$ cat config.mk
export PLATFORM = sky130hd
export DESIGN_NAME = sn_f_memory
export DESIGN_NICKNAME = d
export VERILOG_FILES = /design/src/common/noc_flit_pkg.sv /design/src/hw/nodes/sn_f_memory.sv
export VERILOG_INCLUDE_DIRS = /design/src /design/src/common
export SDC_FILE = /design/constraint.sdc
export NUM_CORES = 2
export LEC_CHECK = 0
export BUFFER_PORTS_ARGS = -buffer_cell sky130_fd_sc_hd__buf_2
export CORE_MARGIN = 2
export CORE_UTILIZATION = 25
export DETAILED_ROUTE_END_ITERATION = 10
export GPL_TIMING_DRIVEN = 0
export PLACE_DENSITY_LB_ADDON = 0.08
export SETUP_SLACK_MARGIN = 0.05
export SYNTH_ARGS = -nofsm -noshare
export SYNTH_HDL_FRONTEND = slang
export SYNTH_SLANG_ARGS = --single-unit
$ cat constraint.sdc
create_clock -name clk -period 4.6 [get_ports clk]
set_clock_uncertainty 0.05 [all_clocks]
set_input_delay 0.46 -clock clk [delete_from_list [all_inputs] [get_ports clk]]
set_output_delay 0.46 -clock clk [all_outputs]
set_load 0.05 [all_outputs]
$ cat src/common/noc_settings.svh
// Sizes shared by the mesh, the nodes and the CPU ports
// Router code assumes NOC_COORD_W covers both mesh dimensions
`ifndef NOC_SETTINGS_SVH
`define NOC_SETTINGS_SVH

// Mesh shape
`define NOC_MESH_X 2
`define NOC_MESH_Y 2
`define NOC_COORD_W 1

// CPU word address and data
`define NOC_ADDR_W 12
`define NOC_DATA_W 32

// Words held by each SN-F
`define NOC_MEM_DEPTH 64

// Address bit that picks the SN-F column (word interleave)
`define NOC_HOME_BIT 0

`endif

$ cat src/common/noc_flit_pkg.sv
// Network side types. One flit carries a whole transaction, no multi-flit packets
`include "noc_settings.svh"

package noc_flit_pkg;

    typedef logic [`NOC_COORD_W-1:0] coord_t;

    typedef struct packed {
        coord_t x;
        coord_t y;
    } node_xy_t;

    typedef enum logic [1:0] {
        VC_REQ = 2'd0,
        VC_RSP = 2'd1,
        VC_DAT = 2'd2
    } vc_class_e;

    typedef enum logic {
        OP_READ  = 1'b0,
        OP_WRITE = 1'b1
    } opcode_e;

    typedef struct packed {
        vc_class_e              vc;
        opcode_e                op;
        node_xy_t               src;
        node_xy_t               dst;
        logic [`NOC_ADDR_W-1:0] addr;
        logic [`NOC_DATA_W-1:0] data;
    } flit_t;

    // Router port numbering, north is +y and east is +x
    localparam int NUM_PORTS  = 5;
    localparam int PORT_LOCAL = 0;
    localparam int PORT_NORTH = 1;
    localparam int PORT_SOUTH = 2;
    localparam int PORT_EAST  = 3;
    localparam int PORT_WEST  = 4;

endpackage

$ cat src/hw/nodes/sn_f_memory.sv
// Word memory node, one request served at a time
// Index uses the address bits just above NOC_HOME_BIT, higher bits alias
`include "noc_settings.svh"

module sn_f_memory #(
    parameter noc_flit_pkg::node_xy_t MY_XY = '0
) (
    input  logic                clk,
    input  logic                reset,
    input  logic                req_valid,
    input  noc_flit_pkg::flit_t req_flit,
    output logic                req_ready,
    output logic                rsp_valid,
    output noc_flit_pkg::flit_t rsp_flit,
    input  logic                rsp_ready
);
    import noc_flit_pkg::*;

    localparam int IDX_W = $clog2(`NOC_MEM_DEPTH);

    typedef logic [IDX_W-1:0] mem_idx_t;

    logic [`NOC_DATA_W-1:0] mem [`NOC_MEM_DEPTH];
    mem_idx_t               idx;
    logic                   accept;
    logic                   rsp_valid_q;
    flit_t                  rsp_flit_q;

    assign idx       = req_flit.addr[`NOC_HOME_BIT + 1 +: IDX_W];
    assign req_ready = !rsp_valid_q;
    assign accept    = req_valid && req_ready;

    // Busy from acceptance until the reply leaves
    always_ff @(posedge clk) begin
        if (reset) begin
            rsp_valid_q <= 1'b0;
        end else if (accept) begin
            rsp_valid_q <= 1'b1;
        end else if (rsp_ready) begin
            rsp_valid_q <= 1'b0;
        end
    end

    always_ff @(posedge clk) begin
        if (accept) begin
            if (req_flit.op == OP_WRITE) mem[idx] <= req_flit.data;
            // Writes get RSP, reads get DAT
            rsp_flit_q.vc   <= (req_flit.op == OP_WRITE) ? VC_RSP : VC_DAT;
            rsp_flit_q.op   <= req_flit.op;
            rsp_flit_q.src  <= MY_XY;
            rsp_flit_q.dst  <= req_flit.src;
            rsp_flit_q.addr <= req_flit.addr;
            rsp_flit_q.data <= (req_flit.op == OP_WRITE) ? req_flit.data : mem[idx];
        end
    end

    assign rsp_valid = rsp_valid_q;
    assign rsp_flit  = rsp_flit_q;

    // Only requests addressed to this node may arrive here
    a_req_routed: assert property (@(posedge clk) disable iff (reset)
        accept |-> (req_flit.vc == VC_REQ) && (req_flit.dst == MY_XY));

endmodule

==> qor.csv <==
stage,metric,value,unit
cts,H-tree lvl count,4,
synthesis,post-synthesis sequential area ratio,0.784,
routing,drt pass-1 iters,8,
die,Die Area,0.326,mm2
finish,fin cells,9303,
pwr,Internal Dissipation,32.9,mW
outcome,failing checks,"max-capacitance violations, max-slew violations, negative setup slack",
finish,final instance area,0.0997,mm2
sta,fin crit share,1.04,
cts,cts bufs inserted,241,
pwr,Leak,31.4,nW
synthesis,Post-Synth Adder-Cell Area,0,
die,Die Wd,571,um
sta,Max Clock Freq,209,MHz
sta,final worst slack,-174,ps
sta,Setup Viol. Count Final,36,
cts,Clock Root Buffer,clkbuf_16,
routing,Final ANT Viol Nets,0,
routing,drt drc,0,
synthesis,Post-Synth XOR/XNOR Area,0,
pwr,switch share,0.255,
critical_path,Critical Path RT,5170,ps
critical_path,Worst Path Max Fanout,10,
finish,Final Util,0.311,
grt,largest net degree at the start of global routing,66,
synthesis,post-synthesis simple-gate area fraction,0.0211,
placement,RePlAce Congestion,0.877,
worst_hold_path,Hold WC Path Type,input port to register,
placement,Placed Area,0.0914,mm2
grt,first-pass GRT wire length,593000,um
sta,Slew Limit Fails,86,
critical_path,crit start category,input port,
cts,CTS max path bufs,4,
finish,nets@finish,4824,
critical_path,kind of critical path,input port to register,
synthesis,Cells after Synth,4173,
pwr,peak supply drop,0.303,mV
grt,remaining global-route overflow,0,
synthesis,number of synthesized flops with an enable pin,2096,
sta,Max-slew headroom,-0.0647,
grt,initial antenna violation count,81,
die,Ports,108,
pwr,Total Power,44.2,mW
routing,WL/cell,51.7,um
pwr,Clk network pwr share,0.440,
run,Max Cap Viol,9,
placement,dpl cells,8789,
critical_path,crit path cell chain,buf_2 -> buf_6 -> buf_4 -> buf_4 -> buf_4 -> buf_2 -> buf_2 -> o21ai_0 -> a22oi_1 -> o22ai_1 -> nor2_1 -> a31oi_1,
routing,DRT iter0 DRCs,9302,
die,floorplan die height,571,um
placement,I/O Buffers,101,
pwr,Seq pwr share,0.478,
sta,Least-Margin Pin Slew,1600,ps
die,starting density of the core,0.251,
synthesis,post-synthesis mux area share,0.0975,
finish,P&R area growth vs syn,24.1,%
critical_path,Max stage delay on crit path,970,ps
synthesis,predominant post-synthesis flop cell,edfxtp_1,
grt,vias in the first global route,47900,
die,Core ar.,0.320,mm2
cts,CTS Sinks,2097,
sta,Final min period,4770,ps
placement,dpl hpwl,328000,um
pwr,Psw,11.3,mW
synthesis,Yosys reg bits,2097,
synthesis,Unique masters post-synth,70,
synthesis,Synth Area in Compound Gates,0.0795,
cts,"Reg clk slew, reported paths",60,ps
routing,Via Count,52500,
synthesis,Synth async-reset ratio,0,
pwr,PwrDens,443,mW/mm2
routing,Post-Route WL,481000,um
outcome,status,finished with violations,
die,Rows,208,
cts,Worst-Skew Late Latency,960,ps
critical_path,"Slowest-stage cell, CP",buf_2,
finish,share of post-route cells with drive strength above 1,0.263,
synthesis,main combinational cell family by area after synthesis,multiplexers,
synthesis,Synth Warn #,0,
grt,Tot GR Track Use,0.290,
sta,RSZ-0062 raised after global routing,true,
synthesis,Post-Syn Area,0.0803,mm2
sta,final-report hold violation count,0,
synthesis,mean post-synth cell area,19.2,um2
routing,via-per-instance ratio,5.65,
critical_path,critical path arrival,5340,ps
pwr,Gate power share,0.082,
cts,CTS tree,done,
critical_path,CP endpoint kind,register,
[logic make-up after synthesis]
kind of cell | after synthesis
flops | 2097
compound gates | 870
mux | 540
simple gates | 375
buf+inv | 290
other cells | 1
[cell usage after synthesis (7+ instances only)]
cell type	count	area (um2)
edfxtp_1	2096	62900
a221oi_1	204	1790
mux2i_1	197	1970
mux4_2	177	3990
mux2_2	164	1850
nor2_1	163	612
a22oi_1	160	1200
buf_2	110	551
a21oi_1	108	541
clkbuf_1	108	405
nand2_1	105	394
o21ai_0	100	500
o22ai_1	97	607
buf_4	46	345
a22o_1	31	272
a221o_1	28	280
a31oi_1	23	144
o22a_1	22	193
nand3_1	21	105
o32a_1	16	160
buf_1	15	56.3
nand4_1	14	87.6
nor3_1	14	70.1
o2bb2ai_1	13	114
a211oi_1	12	90.1
o211ai_1	10	75.1
a222oi_1	8	80.1
o221ai_1	8	70.1
nor2b_1	7	43.8
o2111ai_1	7	61.3
[critical path, delay by kind of cell]
| kind | cells | cell delay (ps) |
|---|---|---|
| buffers and inverters | 7 | 3300 |
| AND/OR/NAND/NOR | 1 | 440 |
| AO/OA/AOI/OAI | 4 | 960 |
[power by group through the flow]
stage / clock network, mW / logic [mW] / registers (mW)
after floorplan: 0 / 1.05 / 21.7
after global placement: 0 / 3.33 / 21.6
after detailed placement: 0 / 3.49 / 21.5
after CTS: 19.6 / 3.52 / 21.1
after global routing: 20.2 / 3.56 / 21.1
final: 19.5 / 3.61 / 21.1
[registers in the layout (all words and copies together) (netlist names)]
signal     cells
mem         2048
rsp_flit      48
rsp_valid      1
[through the flow]
step	setup TNS [ps]	worst slack [ps]	hold WS, ps
floorplan	0	590	488
global placement	-	-7780	473
detailed placement	-2251220	-1990	537
CTS	0	42.0	5.26
global route	0	19.7	35.1
finish	-1690	-174	45.3
[layout make-up]
type	count	area (um2)
diodes	27	67.6
plain buffers	280	1520
clock buffers	301	6320
clock inverters	144	1370
fillers	31000	221000
inverters	6	22.5
multi-input cells	1787	16500
flip-flops and latches	2097	63000
well taps	4305	5390
repair buffers	356	5560
[path summary, 6_finish.rpt]
| kind | start | to | slack [ps] | depth (start not counted) |
|---|---|---|---|---|
| hold / removal | req_flit[9] | mem[6][9] | 50 | 2 |
| hold reg to reg | rsp_valid | rsp_flit[40] | 720 | 1 |
| setup / recovery | req_flit[34] | rsp_flit[8] | -170 | 12 |
| setup reg to reg | rsp_valid | mem[53][0] | -30 | 8 |
[cell usage in the layout, fill, tap and decap left out, drive strengths merged, types with 14 or more instances in the layout]
master	n
a22oi	160
diode	27
bufinv	24
clkinv	111
o32a	16
edfxtp	2096
nand4	14
mux2i	197
o22ai	97
mux2	166
dlygate4sd3	30
mux4	177
buf	496
a22o	31
nor2	163
a221oi	204
o22a	22
nand2	105
o21ai	100
a21oi	108
clkbuf	409
a221o	28
nor3	14
a31oi	23
nand3	21
[per-layer routing]
layer	track usage	share of wire
met1	0.395	0.41
met2	0.442	0.44
met4	0.131	0.054
met5	0	0.00013
met3	0.0588	0.092
[timing repair]
item	CTS	global route
hold buffers	30	0
pin swaps	6	5
resized for setup	21	2
setup endpoints to repair	1521	88
setup buffers	6	10
hold endpoints to repair	186	0
Note: power is estimated with default switching activity, not from simulation.
