**src/common/noc_settings.svh**
```systemverilog
// Sizes shared by the mesh, the nodes and the CPU ports
// Router code assumes NOC_COORD_W covers both mesh dimensions
`ifndef NOC_SETTINGS_SVH
`define NOC_SETTINGS_SVH

// Mesh shape
`define NOC_MESH_X 2
`define NOC_MESH_Y 2
`define NOC_COORD_W 1

// CPU word address and data
`define NOC_ADDR_W 12
`define NOC_DATA_W 32

// Words held by each SN-F
`define NOC_MEM_DEPTH 64

// Address bit that picks the SN-F column (word interleave)
`define NOC_HOME_BIT 0

`endif

```
**src/common/noc_cpu_pkg.sv**
```systemverilog
// CPU side Wishbone classic types. Full words only, no byte selects
`include "noc_settings.svh"

package noc_cpu_pkg;

    typedef logic [`NOC_ADDR_W-1:0] addr_t;
    typedef logic [`NOC_DATA_W-1:0] data_t;

    // Master to slave
    typedef struct packed {
        logic  cyc;
        logic  stb;
        logic  we;
        addr_t adr;
        data_t dat_w;
    } wb_req_t;

    // Slave to master, ack is a single cycle pulse
    typedef struct packed {
        logic  ack;
        data_t dat_r;
    } wb_rsp_t;

endpackage

```
**src/common/noc_flit_pkg.sv**
```systemverilog
// Network side types. One flit carries a whole transaction, no multi-flit packets
`include "noc_settings.svh"

package noc_flit_pkg;

    typedef logic [`NOC_COORD_W-1:0] coord_t;

    typedef struct packed {
        coord_t x;
        coord_t y;
    } node_xy_t;

    typedef enum logic [1:0] {
        VC_REQ = 2'd0,
        VC_RSP = 2'd1,
        VC_DAT = 2'd2
    } vc_class_e;

    typedef enum logic {
        OP_READ  = 1'b0,
        OP_WRITE = 1'b1
    } opcode_e;

    typedef struct packed {
        vc_class_e              vc;
        opcode_e                op;
        node_xy_t               src;
        node_xy_t               dst;
        logic [`NOC_ADDR_W-1:0] addr;
        logic [`NOC_DATA_W-1:0] data;
    } flit_t;

    // Router port numbering, north is +y and east is +x
    localparam int NUM_PORTS  = 5;
    localparam int PORT_LOCAL = 0;
    localparam int PORT_NORTH = 1;
    localparam int PORT_SOUTH = 2;
    localparam int PORT_EAST  = 3;
    localparam int PORT_WEST  = 4;

endpackage

```
**src/hw/nodes/rn_f_bridge.sv**
```systemverilog
// Wishbone classic slave to request flit bridge, one transaction in flight
// SN-Fs are assumed to sit on the top mesh row, column picked by NOC_HOME_BIT
`include "noc_settings.svh"

module rn_f_bridge #(
    parameter noc_flit_pkg::node_xy_t MY_XY = '0
) (
    input  logic                 clk,
    input  logic                 reset,
    input  noc_cpu_pkg::wb_req_t wb_req,
    output noc_cpu_pkg::wb_rsp_t wb_rsp,
    output logic                 req_valid,
    output noc_flit_pkg::flit_t  req_flit,
    input  logic                 req_ready,
    input  logic                 rsp_valid,
    input  noc_flit_pkg::flit_t  rsp_flit,
    output logic                 rsp_ready
);
    import noc_flit_pkg::*;
    import noc_cpu_pkg::*;

    typedef enum logic [1:0] {
        IDLE,
        SEND,
        WAIT,
        ACK
    } state_e;

    state_e   state_q;
    flit_t    req_flit_q;
    data_t    rdata_q;
    node_xy_t home_xy;
    logic     start;

    assign start = (state_q == IDLE) && wb_req.cyc && wb_req.stb;

    // Target SN-F for this address
    assign home_xy.x = coord_t'(wb_req.adr[`NOC_HOME_BIT]);
    assign home_xy.y = coord_t'(`NOC_MESH_Y - 1);

    always_ff @(posedge clk) begin
        if (reset) begin
            state_q <= IDLE;
        end else begin
            case (state_q)
                IDLE: if (start) state_q <= SEND;
                SEND: if (req_ready) state_q <= WAIT;
                WAIT: if (rsp_valid) state_q <= ACK;
                ACK: state_q <= IDLE;
                default: state_q <= IDLE;
            endcase
        end
    end

    always_ff @(posedge clk) begin
        if (start) begin
            req_flit_q.vc   <= VC_REQ;
            req_flit_q.op   <= wb_req.we ? OP_WRITE : OP_READ;
            req_flit_q.src  <= MY_XY;
            req_flit_q.dst  <= home_xy;
            req_flit_q.addr <= wb_req.adr;
            req_flit_q.data <= wb_req.dat_w;
        end
        // Answer data, meaningful on reads only
        if (state_q == WAIT && rsp_valid) rdata_q <= rsp_flit.data;
    end

    assign req_valid    = (state_q == SEND);
    assign req_flit     = req_flit_q;
    assign rsp_ready    = (state_q == WAIT);
    assign wb_rsp.ack   = (state_q == ACK);
    assign wb_rsp.dat_r = rdata_q;

    // Mesh must steer REQ traffic to SN-Fs only
    a_no_req_in: assert property (@(posedge clk) disable iff (reset)
        rsp_valid |-> rsp_flit.vc != VC_REQ);

endmodule

```
**config.mk**
```make
export PLATFORM = sky130hd
export DESIGN_NAME = rn_f_bridge
export DESIGN_NICKNAME = d
export VERILOG_FILES = /design/src/common/noc_cpu_pkg.sv /design/src/common/noc_flit_pkg.sv /design/src/hw/nodes/rn_f_bridge.sv
export VERILOG_INCLUDE_DIRS = /design/src /design/src/common
export SDC_FILE = /design/constraint.sdc
export NUM_CORES = 1
export LEC_CHECK = 0
export BUFFER_PORTS_ARGS = -buffer_cell sky130_fd_sc_hd__clkbuf_2
export CAP_MARGIN = 25
export CORE_MARGIN = 2
export CORE_UTILIZATION = 43
export DETAILED_ROUTE_END_ITERATION = 7
export GPL_ROUTABILITY_DRIVEN = 0
export HOLD_SLACK_MARGIN = 0.06
export PLACE_DENSITY = 0.93
export SLEW_MARGIN = 10
export SYNTH_ARGS = -nofsm -noshare
export SYNTH_HDL_FRONTEND = slang
export SYNTH_SLANG_ARGS = --single-unit
```
**constraint.sdc**
```tcl
create_clock -name clk -period 4.2 [get_ports clk]
set_input_delay 0.42 -clock clk [delete_from_list [all_inputs] [get_ports clk]]
set_output_delay 0.42 -clock clk [all_outputs]
set_load 0.01 [all_outputs]
```
==> summary.md, run 1 <==
| Metric | Value |
|---|---|
| Status | finished, final reports clean |
| Largest net degree at the start of global routing | 46 |
| Cell leakage power | 1.594 nW |
| Post-CTS sizing | 0 |
| Routed len/inst | 13.78 um |
| Worst path max stage delay | 0.84 ns |
| Max Cap Violations | 0 |
| Most common cell after layout, fill and taps aside | clkbuf_2 |
| Post-DRT Antenna Nets | 0 |
| Gr ovfl total | 0 |
| WP data required | 4.15 ns |
| CTS H-Tree Depth | 3 |
| Vias per cell | 4.339 |
| RSZ-0062 raised after global routing | no |
| Fmax | 541.9 MHz |
| Number of hold buffers added after CTS | 0 |
| Worst skew pair latency | 0.33 ns |
| Layout cells sized above 1 | 63.48% |
| CTS Buf Count | 9 |
| Clock Path Buffers | 2 |
| Die height | 81.10 um |
| Type of the worst setup path | reg2reg |
| Least-Margin Pin Slew | 0.9573 ns |
| Tot GR Track Use | 14.69% |
| Die width | 81.10 um |
| Pwr Total | 1.823 mW |
| Syn. warnings | 0 |
| Initial Util | 43.95% |
| Number of setup violations in the final report | 0 |
| Startpoint types | flip-flop |
| Syn_area_per_cell | 24.12 sq um |
| CP cell instances | inv_1, ha_1, and3_2 |
| Critical Path Fanout Max | 45 |
| PwrDens | 503.5 nW/um^2 |
| Via count | 1549 |
| Max VDD drop | 0.2597 mV |
| CP arrival | 1.80 ns |
| RR Startpoint | state_q[0] |
| Mapped Area | 2556 sq um |
| Critical path endpoint category | flip-flop |
| First-pass GRT wire length | 6.824 mm |
| # rows | 28 |
| Mapped Cells | 106 |
| Clk slew on worst S/H paths | 0.08 ns |
| Port Buf Inserts | 163 |
| DRT iter0 DRCs | 104 |
| Vias in the first global route | 1535 |
| Fin Setup TNS | 0 ns |
| Tcrit/Tclk final | 43.93% |
| Root buffer cell | clkbuf_8 |
| Initial antenna violation count | 0 |
| CP Launch Point | state_q[0] |
| NumNets Final | 384 |
| Core ar. | 5816 sq um |
| Rel. slew slack | 36.18% |
| Die Footprint | 6577 sq um |
| Final Max Tran Viols | 0 |
| HP Class | in2reg |
| Register area share after synthesis | 92.02% |
| Min-delay src | wb_req[3] |
| Fin. Hold Viols | 0 |
| IO Pins | 188 |
| Clk sinks | 79 |
| N_diodes | 0 |
| Setup Fix Bufs, Post-CTS | 0 |
| Worst Skew | 0.009774 ns |
| CP max-delay cell | and3_2 |
| Final Critical Period | 1.845 ns |
| Yosys reg bits | 79 |
| Yosys cell types | 13 |
| DRC Markers | 0 |
| CTS tree | done |
| Pre-antenna DRT Iters | 4 |
| Routed wire length | 4.919 mm |
| Most frequent cells in the layout | 163 x clkbuf_2, 77 x edfxtp_1, 9 x clkbuf_8, 5 x ha_1, 5 x conb_1 |
| Area growth syn-to-layout | 41.65% |
==> worst max-delay path: cells and delay by family (launching register included) <==
| kind | cells | cell delay [ns] |
|---|---|---|
| fa+ha+maj | 1 | 0.18 |
| buf+inv | 1 | 0.11 |
| flops | 1 | 0.34 |
| simple gates | 1 | 0.84 |
==> flip-flops by register name (all words and copies together) (netlist names) <==
register  cells
req_flit     45
state_q       2
rdata_q      32
==> metrics by stage <==
step                      std cells  util, %  setup slack (ns)  instance area, sq um  hold WS, ns
after floorplan                 109        -             2.093                  2567       0.4807
after global placement          341    59.04             2.408                  3433       0.4997
after detailed placement        341    59.04             2.352                  3433       0.5122
after CTS                       357    62.26             2.351                  3621       0.2378
after global routing            357    62.26             2.229                  3621       0.2384
final                           357    62.26             2.355                  3621       0.2589
==> final timing paths <==
kind	to	slack (ns)	cells past startpoint
setup reg to reg	req_flit[26]	2.35	3
hold / removal	req_flit[3]	0.26	1
setup / recovery	req_flit[26]	2.35	3
hold reg to reg	state_q[0]	0.52	2
==> power breakdown <==
| part | total [mW] | switching, mW | internal (mW) |
|---|---|---|---|
| combinational | 0.284 | 0.171 | 0.112 |
| clock | 0.517 | 0.248 | 0.269 |
| sequential | 1.02 | 0.0307 | 0.992 |
| total | 1.82 | 0.450 | 1.37 |
==> synthesized netlist by cell type <==
| library cell | number | area (sq um) |
|---|---|---|
| nand2_1 | 1 | 3.750 |
| dfxtp_1 | 2 | 40.04 |
| o21bai_1 | 1 | 7.510 |
| and3_1 | 1 | 6.260 |
| mux2i_1 | 2 | 20.02 |
| conb_1 | 2 | 7.510 |
| edfxtp_1 | 77 | 2312 |
| inv_1 | 4 | 15.01 |
| and2_2 | 1 | 7.510 |
| a222oi_1 | 1 | 10.01 |
| nand2b_1 | 3 | 18.77 |
| ha_1 | 5 | 62.56 |
| buf_4 | 6 | 45.04 |
==> per-layer routing <==
layer	wire length [um]	share of wire, %	vias to the layer above	track usage, %
met1	1679	34	704	15.91
met3	599	12	6	6.111
met4	57	1.2	0	8.136
met5	0	0	-	0
met2	2583	53	106	24.38
li1	-	-	733	-
==> cell type report <==
cell class	count	area [sq um]
flip-flops and latches	79	2352
fillers	453	2195
repair buffers	163	815.8
multi-input cells	20	156.4
clock buffers	9	123.9
well taps	75	93.84
clock inverters	7	63.81
inverters	4	15.01
==> cells by family (layout without fill, tap and decap cells) <==
logic type / after synthesis / after routing / share of synthesized area, %
AO/OA/AOI/OAI: 2 / 2 / 0.6854
adder cells (fa/ha/maj): 5 / 5 / 2.447
buffers and inverters: 10 / 183 / 2.349
flip-flops: 79 / 79 / 92.02
multiplexers: 2 / 2 / 0.7832
other: 2 / 5 / 0.2938
AND/OR/NAND/NOR: 6 / 6 / 1.420
Note: power is estimated with default switching activity, not from simulation.
==> run 2, diff against run 1 <==
Settings changed: CORE_UTILIZATION 43 to 36, PLACE_DENSITY 0.93 to 0.84.
Clock period 4.2 ns to 1.6 ns, I/O delays scaled along.
==> run 2 against run 1 <==
Combinational power grew to 3.5 times the previous value. Register-to-register slack worse by 2.2 ns. Via count is 26% higher. First-iteration DRC count is 36% lower. Hold slack worse by 0.15 ns. Die area is 18% higher. Design area is 24% higher. Cell count is 28% higher. Global-route usage is 3.5 points higher. Highest routed layer unchanged. Largest power group unchanged. Critical endpoint is now state_q[1]. Flip-flop and latch count stayed put. Clock skew is 0.0022 ns higher.
==> summary.md, run 2 (synthesized netlist as in run 1, its figures left out) <==
| Metric | Value |
|---|---|
| Status | finished, final reports clean (unchanged) |
| Sequential share of power | 51.1% (was 56.1%) |
| Initial Util | 37.42% (was 43.95%) |
| Fin. Hold Viols | 0 (unchanged) |
| RR Startpoint | state_q[0] (unchanged) |
| CTS tree | done (unchanged) |
| DPL Wire Length | 4.084 mm |
| Most common cell after layout, fill and taps aside | clkbuf_2 (unchanged) |
| CTS H-Tree Depth | 3 (unchanged) |
| Worst path max stage delay | 0.52 ns (was 0.84 ns) |
| Reg2Reg Depth | 4 (was 3) |
| Core ar. | 6832 sq um (was 5816 sq um) |
| Die Footprint | 7791 sq um (was 6577 sq um) |
| # rows | 30 (was 28) |
| NumNets Final | 464 (was 384) |
| Max VDD drop | 0.6985 mV (was 0.2597 mV) |
| Area growth syn-to-layout | 76.26% (was 41.65%) |
| Switch share | 25.00% (was 24.67%) |
| Layout cells sized above 1 | 51.66% (was 63.48%) |
| Via count | 1947 (was 1549) |
| CP arrival | 1.73 ns (was 1.80 ns) |
| First-pass GRT wire length | 10.18 mm (was 6.824 mm) |
| Most frequent cells in the layout | 163 x clkbuf_2, 77 x dlygate4sd3_1, 77 x edfxtp_1, 9 x clkbuf_8, 5 x conb_1 (was 163 x clkbuf_2, 77 x edfxtp_1, 9 x clkbuf_8, 5 x ha_1, 5 x conb_1) |
| Type of the worst setup path | reg2reg (unchanged) |
| IO Pins | 188 (unchanged) |
| Die height | 88.27 um (was 81.10 um) |
| Largest net degree at the start of global routing | 46 (unchanged) |
| Internal Power | 3.955 mW (was 1.373 mW) |
| Instance count on the critical path | 4 (was 3) |
| Crit path max-delay family | compound AO/OA/AOI/OAI gates (was simple AND/OR/NAND/NOR gates) |
| Worst skew pair latency | 0.35 ns (was 0.33 ns) |
| DRC Markers | 0 (unchanged) |
| WP data required | 1.87 ns (was 4.15 ns) |
| Least-Margin Pin Slew | 0.5084 ns (was 0.9573 ns) |
| Routed wire length | 7.155 mm (was 4.919 mm) |
| Worst Skew | 0.01202 ns (was 0.009774 ns) |
| Root buffer cell | clkbuf_8 (unchanged) |
| RSZ-0062 raised after global routing | no (unchanged) |
| Pre-antenna DRT Iters | 4 (unchanged) |
| R2r endpoint | state_q[1] (was req_flit[26]) |
| Routed len/inst | 15.62 um (was 13.78 um) |
| Worst path bufs/invs | 1 (unchanged) |
| Vias per cell | 4.251 (was 4.339) |
| Tot GR Track Use | 18.15% (was 14.69%) |
| R2R Setup Slk | 0.13 ns (was 2.35 ns) |
| Initial antenna violation count | 0 (unchanged) |
| CTS Buf Count | 9 (unchanged) |
| Max Cap Violations | 0 (unchanged) |
| HP Class | in2reg (unchanged) |
| Part of the power in the clock network | 30.2% (was 28.4%) |
| Vias in the first global route | 2131 (was 1535) |
| Final Critical Period | 1.466 ns (was 1.845 ns) |
| Clk slew on worst S/H paths | 0.08 ns (about the same) |
| Max FFs per register | 45 (unchanged) |
| Port Buf Inserts | 163 (unchanged) |
| Critical Path End | state_q[1] (was req_flit[26]) |
| Final Max Tran Viols | 0 (unchanged) |
| Critical Path Fanout Max | 4 (was 45) |
| DRT iter0 DRCs | 67 (was 104) |
| PwrDens | 1170 nW/um^2 (was 503.5 nW/um^2) |
| Startpoint types | flip-flop (unchanged) |
| Post-DRT Antenna Nets | 0 (unchanged) |
| Clock Path Buffers | 2 (unchanged) |
| Fill count | 493 (was 453) |
| Comb pwr share | 18.7% (was 15.6%) |
| Tcrit/Tclk final | 91.62% (was 43.93%) |
| Cell leakage power | 1.952 nW (was 1.594 nW) |
| CP max-delay cell | a222oi_1 (was and3_2) |
| Pwr Total | 5.273 mW (was 1.823 mW) |
| CP Launch Point | state_q[0] (unchanged) |
| Critical path endpoint category | flip-flop (unchanged) |
| Rel. slew slack | 66.11% (was 36.18%) |
| Die width | 88.27 um (was 81.10 um) |
| Switching power total | 1.318 mW (was 0.4498 mW) |
| Clk sinks | 79 (unchanged) |
| Number of setup violations in the final report | 0 (unchanged) |
| N_diodes | 0 (unchanged) |
| Fmax | 682.1 MHz (was 541.9 MHz) |
| CP cell instances | inv_1, ha_2, a222oi_1, mux2i_1 (was inv_1, ha_1, and3_2) |
| Gr ovfl total | 0 (unchanged) |
| Fin Setup TNS | 0 ns (unchanged) |
## run 2: worst min-delay path by stage
stage	start	end	slack [ns]	cells past startpoint
floorplan	rsp_flit[0]	rdata_q[0]	0.26	0
global placement	wb_req[43]	req_flit[43]	0.34	1
detailed placement	rsp_flit[17]	rdata_q[17]	0.34	1
CTS	reset	state_q[1]	0.11	3
global route	reset	state_q[1]	0.13	3
finish	reset	state_q[1]	0.11	3
## run 2: final cells by class
| cell class | instances | area [sq um] | area share (%) |
|---|---|---|---|
| Sequential cell | 79 | 2355 | 52.26 |
| Clock buffer | 9 | 123.9 | 2.749 |
| Tap cell | 96 | 120.1 | 2.666 |
| Multi-Input combinational cell | 20 | 162.7 | 3.610 |
| Clock inverter | 7 | 95.09 | 2.111 |
| Timing Repair Buffer | 243 | 1634 | 36.27 |
| Inverter | 4 | 15.01 | 0.3332 |
## run 2: through the flow
step	hold slack (ns)	instance area [sq um]	setup slack (ns)	std cells	utilization [%]
final	0.1118	4506	0.1340	458	65.95
after global routing	0.1302	4506	0.0008822	458	65.95
after CTS	0.1104	4493	0.01363	457	65.77
after detailed placement	0.3386	3503	0.03796	364	51.28
after global placement	0.3374	3503	0.1381	364	51.28
after floorplan	0.2589	2572	0.04939	109	-
## run 2: timing repair
| action | 4_1_cts | 5_1_grt |
|---|---|---|
| hold endpoints to repair | 77 | 0 |
| setup endpoints to repair | 0 | 2 |
| buffers inserted | 0 | 1 |
| gates resized for setup | 0 | 3 |
| hold buffers | 77 | 0 |
## run 2: power by group through the flow
stage	clock [mW]	combinational [mW]	sequential [mW]
floorplan	0	0.266	2.84
global placement	0	0.784	2.71
detailed placement	0	0.810	2.73
CTS	1.62	0.963	2.68
global route	1.71	1.07	2.72
finish	1.59	0.985	2.69
## run 2: worst reg2reg max path, stage by stage (launching register included)
cell      delay [ns]
dfxtp_2         0.35
inv_1           0.08
ha_2            0.21
a222oi_1        0.52
mux2i_1         0.23
## run 2: metal layers
layer  up-vias  global-route usage (%)  wire length (um)
li1        895                       -                 -
met1       930                   16.75              2368
met2       101                   35.13              4081
met3        21                   4.944               462
met4         0                   10.33               243
met5         -                       0                 0
==> run 3, diff against run 2 <==
--- a/config.mk
+++ b/config.mk
@@ -7,4 +7,5 @@
 export NUM_CORES = 1
 export LEC_CHECK = 0
+export ABC_CLOCK_PERIOD_IN_PS = 1600
 export BUFFER_PORTS_ARGS = -buffer_cell sky130_fd_sc_hd__clkbuf_2
 export CAP_MARGIN = 25
==> constraint.sdc (replaced) <==
create_clock -name clk -period 1.6 [get_ports clk]
set_input_delay 0.32 -clock clk [delete_from_list [all_inputs] [get_ports clk]]
set_output_delay 0.32 -clock clk [all_outputs]
set_load 0.01 [all_outputs]
==> run 3 against run 2 <==
Via count decreased by 19%. Clock power increased by 9%. Flip-flop and latch count unchanged. Critical path type is now reg2out. Non-clock buffer count decreased by 74. Largest cell class unchanged. Core utilization decreased by 11 points. First-iteration DRC count decreased by 55%. Hold slack improved by 0.042 ns. Clock skew decreased by 0.0065 ns.
==> summary.md, run 3 (synthesized netlist as in run 1, its figures left out) <==
| Metric | Value |
|---|---|
| Post-DRT Antenna Nets | 0 (unchanged) |
| Routed wire length | 5.371 mm (was 7.155 mm) |
| HP Class | in2reg (unchanged) |
| Vias per cell | 4.083 (was 4.251) |
| Status | finished, final reports clean (unchanged) |
| Reg area | 2354 sq um (was 2355 sq um) |
| Hold path endpoint | req_flit[37] (was state_q[1]) |
| CTS H-Tree Depth | 3 (unchanged) |
| Hold path depth | 1 (was 3) |
| Fin Setup TNS | 0 ns (unchanged) |
| CP arrival | 1.18 ns (was 1.73 ns) |
| Worst skew pair latency | 0.33 ns (was 0.35 ns) |
| Fill count | 593 (was 493) |
| Final Critical Period | 1.500 ns (was 1.466 ns) |
| Number of hold buffers added after CTS | 0 (was 77) |
| N_diodes | 0 (unchanged) |
| Area growth syn-to-layout | 47.82% (was 76.26%) |
| Startpoint types | flip-flop (unchanged) |
| RSZ-0062 raised after global routing | no (unchanged) |
| Max VDD drop | 0.5191 mV (was 0.6985 mV) |
| Die width | 88.27 um (unchanged) |
| WP data required | 1.28 ns (was 1.87 ns) |
| Reg2Reg Depth | 5 (was 4) |
| R2r endpoint | state_q[1] (unchanged) |
| PwrDens | 1393 nW/um^2 (was 1170 nW/um^2) |
| Min-delay src | wb_req[37] (was reset) |
| Clk sinks | 79 (unchanged) |
| Max Cap Violations | 0 (unchanged) |
| DRT iter0 DRCs | 30 (was 67) |
| Most common cell after layout, fill and taps aside | clkbuf_2 (unchanged) |
| Initial Util | 37.42% (unchanged) |
| DRC Markers | 0 (unchanged) |
| Root buffer cell | clkbuf_8 (unchanged) |
| Cell leakage power | 1.657 nW (was 1.952 nW) |
| CP cell instances | inv_1, ha_1, clkbuf_2 (was inv_1, ha_2, a222oi_1, mux2i_1) |
| IO Pins | 188 (unchanged) |
| Routed len/inst | 13.99 um (was 15.62 um) |
| Clk slew on worst S/H paths | 0.08 ns (about the same) |
| Max FFs per register | 45 (unchanged) |
| Critical path endpoint category | output port (was flip-flop) |
| Tot GR Track Use | 12.93% (was 18.15%) |
| NumNets Final | 390 (was 464) |
| Initial antenna violation count | 0 (unchanged) |
| Number of setup violations in the final report | 0 (unchanged) |
| Via count | 1568 (was 1947) |
| DPL Wire Length | 4.210 mm (was 4.084 mm) |
| CP max-delay cell | dfxtp_2 (was a222oi_1) |
| Fmax | 666.5 MHz (was 682.1 MHz) |
| Pre-antenna DRT Iters | 4 (unchanged) |
| First-pass GRT wire length | 7.286 mm (was 10.18 mm) |
| Pwr Total | 5.263 mW (was 5.273 mW) |
| RR Startpoint | state_q[0] (unchanged) |
| Worst Skew | 0.005512 ns (was 0.01202 ns) |
| Layout cells sized above 1 | 65.28% (was 51.66%) |
| Core ar. | 6832 sq um (unchanged) |
| Vias in the first global route | 1552 (was 2131) |
| CTS tree | done (unchanged) |
| CTS Buf Count | 9 (unchanged) |
| Final Max Tran Viols | 0 (unchanged) |
| Type of the worst setup path | reg2out (was reg2reg) |
| Gr ovfl total | 0 (unchanged) |
| Largest net degree at the start of global routing | 33 (was 46) |
| Clock Path Buffers | 2 (unchanged) |
| R2R Setup Slk | 0.14 ns (was 0.13 ns) |
| Tcrit/Tclk final | 93.78% (was 91.62%) |
| Port Buf Inserts | 163 (unchanged) |
| Die Footprint | 7791 sq um (unchanged) |
| Area of the multi-input gates | 160.2 sq um (was 162.7 sq um) |
| # rows | 30 (unchanged) |
| Critical Path Fanout Max | 4 (unchanged) |
| Fin. Hold Viols | 0 (unchanged) |
| Worst path max stage delay | 0.34 ns (was 0.52 ns) |
| CP Launch Point | state_q[0] (unchanged) |
| Most frequent cells in the layout | 163 x clkbuf_2, 77 x edfxtp_1, 9 x clkbuf_8, 5 x ha_1, 5 x conb_1 (was 163 x clkbuf_2, 77 x dlygate4sd3_1, 77 x edfxtp_1, 9 x clkbuf_8, 5 x conb_1) |
| Die height | 88.27 um (unchanged) |
==> run 3: worst max-delay path by stage <==
| stage | to | depth (start not counted) | slack [ns] |
|---|---|---|---|
| floorplan | rdata_q[0] | 3 | 0.05 |
| global placement | state_q[0] | 4 | 0.11 |
| detailed placement | state_q[0] | 4 | 0.02 |
| CTS | rsp_ready | 3 | 0.03 |
| global route | req_valid | 3 | 0.02 |
| finish | rsp_ready | 3 | 0.1 |
==> run 3: layout make-up <==
cell class	count	area share [%]
clock buffer	9	3.278
clock inverter	7	3.179
inverter	4	0.3974
multi-input combinational	20	4.238
sequential	79	62.28
tap	96	3.179
timing repair buffer	169	23.44
==> run 3: critical path: cells and delay by family, from the launching register on <==
kind / cells / cell delay (ns)
fa+ha+maj: 1 / 0.24
buf+inv: 2 / 0.27
flops: 1 / 0.34
==> run 3: power breakdown <==
part / internal [mW] / total (mW) / switching (mW)
Clock: 1.04 / 1.74 / 0.696
Combinational: 0.372 / 0.846 / 0.474
Sequential: 2.60 / 2.68 / 0.0833
==> run 3: repair_timing <==
action / in CTS / in global routing
setup buffers: 1 / 0
gates resized for setup: 0 / 1
endpoints found under the setup margin: 1 / 3
hold endpoints to repair: 0 / 0
cloned: 0 / 0
pin swaps: 1 / 0
==> run 3: per-stage QoR <==
| step | hold WS, ns | instance area (sq um) | setup slack, ns | util, % | std cells |
|---|---|---|---|---|---|
| final | 0.1542 | 3779 | 0.09953 | 55.31 | 384 |
| after global routing | 0.1299 | 3779 | 0.02498 | 55.31 | 384 |
| after CTS | 0.1385 | 3777 | 0.02678 | 55.29 | 384 |
| after detailed placement | 0.4986 | 3526 | 0.02083 | 51.61 | 367 |
| after global placement | 0.4965 | 3526 | 0.1092 | 51.61 | 367 |
| after floorplan | 0.4189 | 2572 | 0.04939 | - | 109 |
==> run 3: layer usage <==
metal / track usage (%) / vias to the layer above / wire length (um)
met4: 5.372 / 0 / 47
li1: - / 746 / -
met3: 4.851 / 4 / 496
met1: 13.01 / 735 / 1817
met5: 0 / - / 0
met2: 23.86 / 83 / 3010
